File: config.mk
export PLATFORM = sky130hd
export DESIGN_NAME = kernel
export DESIGN_NICKNAME = d
export VERILOG_FILES = /design/src/verilog/kernel_pkg.sv /design/src/verilog/kernel_cfg.sv /design/src/verilog/ker_gearbox.sv /design/src/verilog/ker_writer.sv /design/src/verilog/ker_reader.sv /design/src/verilog/ker_mem_arbiter.sv /design/src/verilog/kernel.sv
export SDC_FILE = /design/constraint.sdc
export NUM_CORES = 1
export LEC_CHECK = 0
export BUFFER_PORTS_ARGS = -buffer_cell sky130_fd_sc_hd__buf_2
export CAP_MARGIN = 5
export CORE_MARGIN = 2
export CORE_UTILIZATION = 35
export DETAILED_ROUTE_END_ITERATION = 7
export PLACE_DENSITY = 0.55
export SKIP_LAST_GASP = 1
export SLEW_MARGIN = 20
export SYNTH_ARGS = -nofsm -noshare
export SYNTH_HDL_FRONTEND = slang
export SYNTH_SLANG_ARGS = --single-unit
File: constraint.sdc
create_clock -name clk -period 7.8 [get_ports clk]
set_input_delay 0.39 -clock clk [delete_from_list [all_inputs] [get_ports clk]]
set_output_delay 0.39 -clock clk [all_outputs]
set_load 0.02 [all_outputs]
File: src/verilog/kernel_pkg.sv
package kernel_pkg;

    // configuration bus
    localparam int CFG_DWIDTH = 32;
    localparam int CFG_AWIDTH = 5;

    // weight stream and kernel word layout
    localparam int STR_WIDTH  = 16;
    localparam int KER_WIDTH  = 16;
    localparam int LANE_NB    = 4;
    localparam int KER_WORD   = LANE_NB * KER_WIDTH;
    localparam int BEAT_NB    = 4;

    // kernel memory
    localparam int MEM_AWIDTH = 4;
    localparam int MEM_DEPTH  = 1 << MEM_AWIDTH;

    typedef enum logic [CFG_AWIDTH-1:0] {
        CFG_KER_WR = 5'd1,
        CFG_KER_RD = 5'd2
    } cfg_addr_e;

    // one-cycle region command, where set marks the cycle it applies
    typedef struct packed {
        logic                  set;
        logic [MEM_AWIDTH-1:0] start;
        logic [MEM_AWIDTH-1:0] last;
    } region_cmd_t;

    typedef struct packed {
        logic                  req;
        logic                  we;
        logic [MEM_AWIDTH-1:0] addr;
        logic [KER_WORD-1:0]   data;
    } mem_req_t;

    typedef enum logic [1:0] {
        RD_IDLE,
        RD_BIAS,
        RD_KER,
        RD_HOLD
    } reader_state_e;

endpackage

File: src/verilog/kernel_cfg.sv
`timescale 1ns/1ps

module kernel_cfg import kernel_pkg::*; (
    input  logic                  clk,
    input  logic                  rst_n,
    input  logic [CFG_DWIDTH-1:0] cfg_data,
    input  cfg_addr_e             cfg_addr,
    input  logic                  cfg_valid,
    output region_cmd_t           wr_cmd,
    output region_cmd_t           rd_cmd
);

    logic wr_hit;
    logic rd_hit;

    assign wr_hit = cfg_valid && (cfg_addr == CFG_KER_WR);
    assign rd_hit = cfg_valid && (cfg_addr == CFG_KER_RD);

    // set bits are strobes, the region fields keep their last value
    always_ff @(posedge clk or negedge rst_n) begin
        if (!rst_n) begin
            wr_cmd <= '0;
            rd_cmd <= '0;
        end else begin
            wr_cmd.set <= wr_hit;
            rd_cmd.set <= rd_hit;

            if (wr_hit) begin
                // the write region always begins at address 0
                wr_cmd.start <= '0;
                wr_cmd.last  <= cfg_data[0 +: MEM_AWIDTH];
            end

            if (rd_hit) begin
                rd_cmd.start <= cfg_data[0 +: MEM_AWIDTH];
                rd_cmd.last  <= cfg_data[CFG_DWIDTH/2 +: MEM_AWIDTH];
            end
        end
    end

    // the bias sits at start, so at least one kernel must follow it
    a_rd_region_order : assert property (
        @(posedge clk) disable iff (!rst_n)
        rd_cmd.set |-> (rd_cmd.last > rd_cmd.start)
    ) else $error("read region end is not above its start");

endmodule

File: src/verilog/ker_gearbox.sv
`timescale 1ns/1ps

module ker_gearbox import kernel_pkg::*; (
    input  logic                 clk,
    input  logic                 rst_n,
    input  logic [STR_WIDTH-1:0] up_data,
    input  logic                 up_val,
    output logic                 up_rdy,
    output logic [KER_WORD-1:0]  dn_data,
    output logic                 dn_val,
    input  logic                 dn_rdy
);

    logic [$clog2(BEAT_NB)-1:0] beat_cnt;
    logic                       up_xfer;
    logic                       dn_xfer;

    // a full word blocks the stream until the writer takes it
    assign up_rdy  = !dn_val;
    assign up_xfer = up_val && up_rdy;
    assign dn_xfer = dn_val && dn_rdy;

    always_ff @(posedge clk or negedge rst_n) begin
        if (!rst_n) begin
            beat_cnt <= '0;
            dn_val   <= 1'b0;
        end else begin
            if (dn_xfer) begin
                dn_val <= 1'b0;
            end

            if (up_xfer) begin
                beat_cnt <= beat_cnt + 1'b1;
                // last lane filled, so the word is complete
                if (beat_cnt == BEAT_NB - 1) begin
                    dn_val <= 1'b1;
                end
            end
        end
    end

    // first beat goes to lane 0 in the low bits
    always_ff @(posedge clk) begin
        if (up_xfer) begin
            dn_data[beat_cnt*STR_WIDTH +: STR_WIDTH] <= up_data;
        end
    end

    a_dn_stable : assert property (
        @(posedge clk) disable iff (!rst_n)
        (dn_val && !dn_rdy) |=> $stable(dn_data)
    ) else $error("gearbox word changed while stalled");

endmodule

File: src/verilog/ker_writer.sv
`timescale 1ns/1ps

module ker_writer import kernel_pkg::*; (
    input  logic                clk,
    input  logic                rst_n,
    input  region_cmd_t         wr_cmd,
    input  logic [KER_WORD-1:0] word,
    input  logic                word_val,
    output logic                word_rdy,
    input  logic                grant,
    output mem_req_t            mem_req,
    output logic                loaded
);

    logic                  active;
    logic [MEM_AWIDTH-1:0] wr_addr;
    logic [MEM_AWIDTH-1:0] wr_last;

    // the word is consumed on the same edge that writes it
    assign word_rdy = grant;

    always_comb begin
        mem_req.req  = active && word_val;
        mem_req.we   = 1'b1;
        mem_req.addr = wr_addr;
        mem_req.data = word;
    end

    always_ff @(posedge clk or negedge rst_n) begin
        if (!rst_n) begin
            active  <= 1'b0;
            wr_addr <= '0;
            wr_last <= '0;
            loaded  <= 1'b0;
        end else if (wr_cmd.set) begin
            active  <= 1'b1;
            wr_addr <= wr_cmd.start;
            wr_last <= wr_cmd.last;
            loaded  <= 1'b0;
        end else if (grant) begin
            if (wr_addr == wr_last) begin
                active <= 1'b0;
                loaded <= 1'b1;
            end else begin
                wr_addr <= wr_addr + 1'b1;
            end
        end
    end

    a_wr_in_region : assert property (
        @(posedge clk) disable iff (!rst_n)
        mem_req.req |-> (mem_req.addr <= wr_last)
    ) else $error("write requested past the region end");

endmodule

File: src/verilog/ker_reader.sv
`timescale 1ns/1ps

module ker_reader import kernel_pkg::*; (
    input  logic                clk,
    input  logic                rst_n,
    input  region_cmd_t         rd_cmd,
    input  logic                grant,
    input  logic [KER_WORD-1:0] rd_data,
    input  logic                rd_data_val,
    input  logic                kernel_rdy,
    output mem_req_t            mem_req,
    output logic [KER_WORD-1:0] bias_bus,
    output logic [KER_WORD-1:0] kernel_bus,
    output logic                kernel_val
);

    reader_state_e         state;
    logic [MEM_AWIDTH-1:0] reg_start;
    logic [MEM_AWIDTH-1:0] reg_last;
    logic [MEM_AWIDTH-1:0] fetch_addr;
    logic                  inflight;
    logic                  seq_tag;
    logic                  ret_tag;
    logic                  ret_ok;

    assign kernel_val = (state == RD_HOLD);

    // a return is only kept if no region replaced the one that asked for it
    assign ret_ok = rd_data_val && (ret_tag == seq_tag) && !rd_cmd.set;

    always_comb begin
        mem_req.req  = ((state == RD_BIAS) || (state == RD_KER)) && !inflight;
        mem_req.we   = 1'b0;
        mem_req.addr = (state == RD_BIAS) ? reg_start : fetch_addr;
        mem_req.data = '0;
    end

    always_ff @(posedge clk or negedge rst_n) begin
        if (!rst_n) begin
            state      <= RD_IDLE;
            reg_start  <= '0;
            reg_last   <= '0;
            fetch_addr <= '0;
            inflight   <= 1'b0;
            seq_tag    <= 1'b0;
            ret_tag    <= 1'b0;
        end else begin
            if (rd_cmd.set) begin
                state      <= RD_BIAS;
                reg_start  <= rd_cmd.start;
                reg_last   <= rd_cmd.last;
                fetch_addr <= rd_cmd.start + 1'b1;
                inflight   <= 1'b0;
                seq_tag    <= !seq_tag;
            end else begin
                case (state)
                    RD_BIAS: begin
                        if (ret_ok) begin
                            inflight <= 1'b0;
                            state    <= RD_KER;
                        end
                    end
                    RD_KER: begin
                        if (ret_ok) begin
                            inflight <= 1'b0;
                            state    <= RD_HOLD;
                            // kernels run from start+1 to end, then start over
                            if (fetch_addr == reg_last) begin
                                fetch_addr <= reg_start + 1'b1;
                            end else begin
                                fetch_addr <= fetch_addr + 1'b1;
                            end
                        end
                    end
                    RD_HOLD: begin
                        if (kernel_rdy) begin
                            state <= RD_KER;
                        end
                    end
                    default: begin
                        state <= RD_IDLE;
                    end
                endcase
            end

            // the tag sampled here is compared on the return cycle
            if (grant) begin
                ret_tag <= seq_tag;
                // a grant on the restart edge served the old region
                if (!rd_cmd.set) begin
                    inflight <= 1'b1;
                end
            end
        end
    end

    always_ff @(posedge clk) begin
        if (ret_ok && (state == RD_BIAS)) begin
            bias_bus <= rd_data;
        end
        if (ret_ok && (state == RD_KER)) begin
            kernel_bus <= rd_data;
        end
    end

    a_kernel_hold : assert property (
        @(posedge clk) disable iff (!rst_n)
        (kernel_val && !kernel_rdy) |=> $stable(kernel_bus)
    ) else $error("kernel_bus changed while stalled");

endmodule

File: src/verilog/ker_mem_arbiter.sv
`timescale 1ns/1ps

module ker_mem_arbiter import kernel_pkg::*; (
    input  logic                clk,
    input  logic                rst_n,
    input  mem_req_t            wr_req,
    input  mem_req_t            rd_req,
    output logic                wr_grant,
    output logic                rd_grant,
    output logic [KER_WORD-1:0] rd_data,
    output logic                rd_data_val
);

    logic [KER_WORD-1:0] mem [MEM_DEPTH];
    logic                last_rd;
    logic                any_grant;
    mem_req_t            sel_req;

    // on contention the side that lost last time wins
    always_comb begin
        wr_grant = 1'b0;
        rd_grant = 1'b0;
        if (wr_req.req && rd_req.req) begin
            if (last_rd) begin
                wr_grant = 1'b1;
            end else begin
                rd_grant = 1'b1;
            end
        end else begin
            wr_grant = wr_req.req;
            rd_grant = rd_req.req;
        end
    end

    assign any_grant = wr_grant || rd_grant;
    assign sel_req   = wr_grant ? wr_req : rd_req;

    always_ff @(posedge clk or negedge rst_n) begin
        if (!rst_n) begin
            last_rd     <= 1'b1;
            rd_data_val <= 1'b0;
        end else begin
            rd_data_val <= any_grant && !sel_req.we;
            if (rd_grant) begin
                last_rd <= 1'b1;
            end else if (wr_grant) begin
                last_rd <= 1'b0;
            end
        end
    end

    // single port, one address per cycle
    always_ff @(posedge clk) begin
        if (any_grant && sel_req.we) begin
            mem[sel_req.addr] <= sel_req.data;
        end else if (any_grant) begin
            rd_data <= mem[sel_req.addr];
        end
    end

    a_one_grant : assert property (
        @(posedge clk) disable iff (!rst_n)
        !(wr_grant && rd_grant)
    ) else $error("writer and reader granted together");

endmodule

File: src/verilog/kernel.sv
`timescale 1ns/1ps

module kernel import kernel_pkg::*; (
    input  logic                  clk,
    input  logic                  rst_n,
    input  logic [CFG_DWIDTH-1:0] cfg_data,
    input  cfg_addr_e             cfg_addr,
    input  logic                  cfg_valid,
    input  logic [STR_WIDTH-1:0]  str_ker_bus,
    input  logic                  str_ker_val,
    output logic                  str_ker_rdy,
    output logic [KER_WORD-1:0]   bias_bus,
    output logic [KER_WORD-1:0]   kernel_bus,
    output logic                  kernel_val,
    input  logic                  kernel_rdy,
    output logic                  ker_loaded
);

    region_cmd_t         wr_cmd;
    region_cmd_t         rd_cmd;
    logic [KER_WORD-1:0] word;
    logic                word_val;
    logic                word_rdy;
    mem_req_t            wr_req;
    mem_req_t            rd_req;
    logic                wr_grant;
    logic                rd_grant;
    logic [KER_WORD-1:0] rd_data;
    logic                rd_data_val;

    kernel_cfg i_cfg (
        .clk       (clk),
        .rst_n     (rst_n),
        .cfg_data  (cfg_data),
        .cfg_addr  (cfg_addr),
        .cfg_valid (cfg_valid),
        .wr_cmd    (wr_cmd),
        .rd_cmd    (rd_cmd)
    );

    ker_gearbox i_gearbox (
        .clk     (clk),
        .rst_n   (rst_n),
        .up_data (str_ker_bus),
        .up_val  (str_ker_val),
        .up_rdy  (str_ker_rdy),
        .dn_data (word),
        .dn_val  (word_val),
        .dn_rdy  (word_rdy)
    );

    ker_writer i_writer (
        .clk      (clk),
        .rst_n    (rst_n),
        .wr_cmd   (wr_cmd),
        .word     (word),
        .word_val (word_val),
        .word_rdy (word_rdy),
        .grant    (wr_grant),
        .mem_req  (wr_req),
        .loaded   (ker_loaded)
    );

    ker_reader i_reader (
        .clk         (clk),
        .rst_n       (rst_n),
        .rd_cmd      (rd_cmd),
        .grant       (rd_grant),
        .rd_data     (rd_data),
        .rd_data_val (rd_data_val),
        .kernel_rdy  (kernel_rdy),
        .mem_req     (rd_req),
        .bias_bus    (bias_bus),
        .kernel_bus  (kernel_bus),
        .kernel_val  (kernel_val)
    );

    ker_mem_arbiter i_arbiter (
        .clk         (clk),
        .rst_n       (rst_n),
        .wr_req      (wr_req),
        .rd_req      (rd_req),
        .wr_grant    (wr_grant),
        .rd_grant    (rd_grant),
        .rd_data     (rd_data),
        .rd_data_val (rd_data_val)
    );

endmodule

==> metrics <==
period utilization 63.3%; htree depth 4; Final Skew 0.0395 ns; most common cell in the netlist edfxtp_1; critical path launch point type flip-flop; clock-pin slew on the worst setup and hold paths 0.06 ns; crit path DAT 5.33 ns; Chip Height 385 um; asr flop ratio synth 3.47%; global-route wire length before repair 212 mm; FF/Latch Area 39,600 um2; initial core utilization 35.3%; highest clock rate 203 MHz; area leader, netlist edfxtp_1; largest net degree at the start of global routing 190; area delta synth->final 15.3%; layout cell share with drive strength beyond 1 14.0%; sequential share of the synthesized area 77.8%; synthesized netlist cell count 3,302; min Tclk post-route 4.94 ns; gr ovfl total 0; post-cts repair resize count 0; Filler cells 13,000; CTS tree done; CTS max path bufs 3; synthesized area per cell 15.4 um2; post-synth top area share 75.5%; # clock sinks 1,326; Routed Antenna Nets 0; initial antenna violation count 6; nets@finish 3,479; normalized max-slew margin 15.8%; DRT iter0 DRCs 3,236; Hold Slack 0.0602 ns; Main synth FF type edfxtp_1; die area 148,000 um2; DRC Markers 0; vias in the first global route 31,000; drt pass-1 iters 6; Synth top cells by count edfxtp_1 (1,280), o21ai_0 (773), nand3_1 (260); Ports 189; Post-CTS Setup Bufs 0; max cap viols 0; # setup viols final 0; Total GRT Usage 19.4%; Post-Route WL 146 mm; drt wl/cell 26.8 um; Inserted Clock Buffers 146; synthesized cell area 50,900 um2; worst-path maximum fanout 71; clock latency at the later pin of the worst-skew pair 0.79 ns; Pwr Density 365 nW/um2; Mapped Nets 3,372; final hold viol count 0; Post-synth EDFFs 1,280; Die Width 385 um; LEAKAGE 18.3 nW; multi-input logic area 10,400 um2; vias per cell 5.72; run status completed; number of port buffers 164; Synth warnings 0; clock root cell clkbuf_16; worst hold path type in2reg; hold_buf cts 9; Least-Margin Pin Slew 1.26 ns; number of synthesized register bits 1,326; total vias in the final route 31,100; Sum Neg Setup Slack 0 ns; Final GP Congestion 0.730; peak supply drop 0.000895 V; core area 144,000 um2; synth top area cells edfxtp_1 (76%), o21ai_0 (7.6%), a41oi_1 (4.4%); Worst Hold Path Cells 4; CP Class reg2reg; Critical Path End Type flip-flop; DP HPWL 66.8 mm; Yosys cell types 53; Crit path required time 8.19 ns; Worst Reg-to-Reg Cells 9; RSZ-0062 raised after global routing no; Final Slew Violations 0; num rows 139
==> worst paths after layout <==
path / startpoint / to / slack (ns)
max: i_gearbox.dn_val / i_arbiter.mem[14][30] / 2.86
min: kernel_rdy / i_reader.state[1] / 0.06
max reg2reg: i_gearbox.dn_val / i_arbiter.mem[14][30] / 2.86
min reg2reg: i_arbiter.rd_data[20] / i_reader.bias_bus[20] / 0.44
max in group asynchronous: rst_n / i_writer.wr_addr[0] / 7.12
min in group asynchronous: rst_n / i_cfg.rd_cmd[3] / 0.25
==> layer usage <==
metal	wire (um)	up-vias	global-route usage, %	part of all wire, %
li1	-	13400	-	-
met1	61300	16100	26.3	42
met2	69900	1328	31.8	48
met3	11100	220	3.68	7.6
met4	3300	2	5.81	2.3
met5	16	-	0	0.011
==> layout make-up <==
class                      instances  area share (%)
clock inverter                    75            1.11
sequential                      1326            67.5
multi-input combinational       1683            17.7
antenna                            4          0.0171
timing repair buffer             243            2.88
inverter                           9          0.0576
clock buffer                     187            6.65
tap                             1903            4.06
==> critical path, cell delays in order (launching register included) <==
cell	delay, ns
dfrtp_1	0.45
and2_2	0.18
buf_4	0.70
nand2_2	0.49
a31oi_4	0.24
buf_4	0.47
buf_4	0.84
nor2_4	0.27
buf_4	0.37
buf_4	0.45
==> report_power, final <==
part	switching, W	leakage (nW)	internal [W]
sequential	0.000243	12.4	0.00885
clock	0.00287	2.22	0.00370
combinational	0.00424	3.75	0.00152
==> cells by family after synthesis <==
family,count (synthesis),share of synthesized area [%]
DFF,1326,77.8
AOI/OAI and AO/OA,1054,12.4
and+or+nand+nor,576,6.38
buffers and inverters,293,2.27
muxes,22,0.475
xor gates and xnor gates,19,0.327
adders and majority gates,12,0.295
==> metrics by stage <==
step           std cells  setup WS [ns]  cell area, um2  util [%]  total power [W]
6_report            5430           2.86           58600      40.7           0.0214
5_1_grt             5426           2.74           58600      40.7           0.0224
4_1_cts             5426           2.89           58600      40.7           0.0216
3_5_place_dp        5155           2.93           54000      37.5           0.0150
3_3_place_gp        5151           2.90           53900      37.4           0.0150
2_1_floorplan       3302          0.881           50900         -           0.0126
==> flip-flops by register name (all words and copies together) (netlist names), 2 cells and up <==
name,count
i_cfg.rd_cmd,9
i_arbiter.mem,1024
i_gearbox.beat_cnt,2
i_arbiter.rd_data,64
i_reader.fetch_addr,4
i_cfg.wr_cmd,5
i_writer.wr_addr,4
i_reader.bias_bus,64
i_gearbox.dn_data,64
i_reader.reg_last,4
i_reader.reg_start,4
i_reader.kernel_bus,64
i_writer.wr_last,4
i_reader.state,2
==> layout by cell type, fill, tap and decap left out, types with 5 or more instances in the layout <==
master / count
clkinv_1: 25
clkinv_2: 27
nor2b_1: 5
nor2_1: 14
clkbuf_16: 150
nand2b_1: 6
buf_12: 15
mux2_2: 17
xor2_1: 7
mux2i_1: 5
and3_1: 64
ha_1: 12
xnor2_1: 12
nand2_1: 47
clkinv_8: 6
nor2_4: 8
nand3_1: 259
buf_4: 51
clkbuf_1: 36
dfrtp_1: 45
and2_1: 69
dlygate4sd3_1: 9
o21ai_0: 773
edfxtp_1: 1280
a41oi_1: 257
inv_1: 8
or4_1: 64
buf_2: 164
Power figures use the tool's default switching activity.
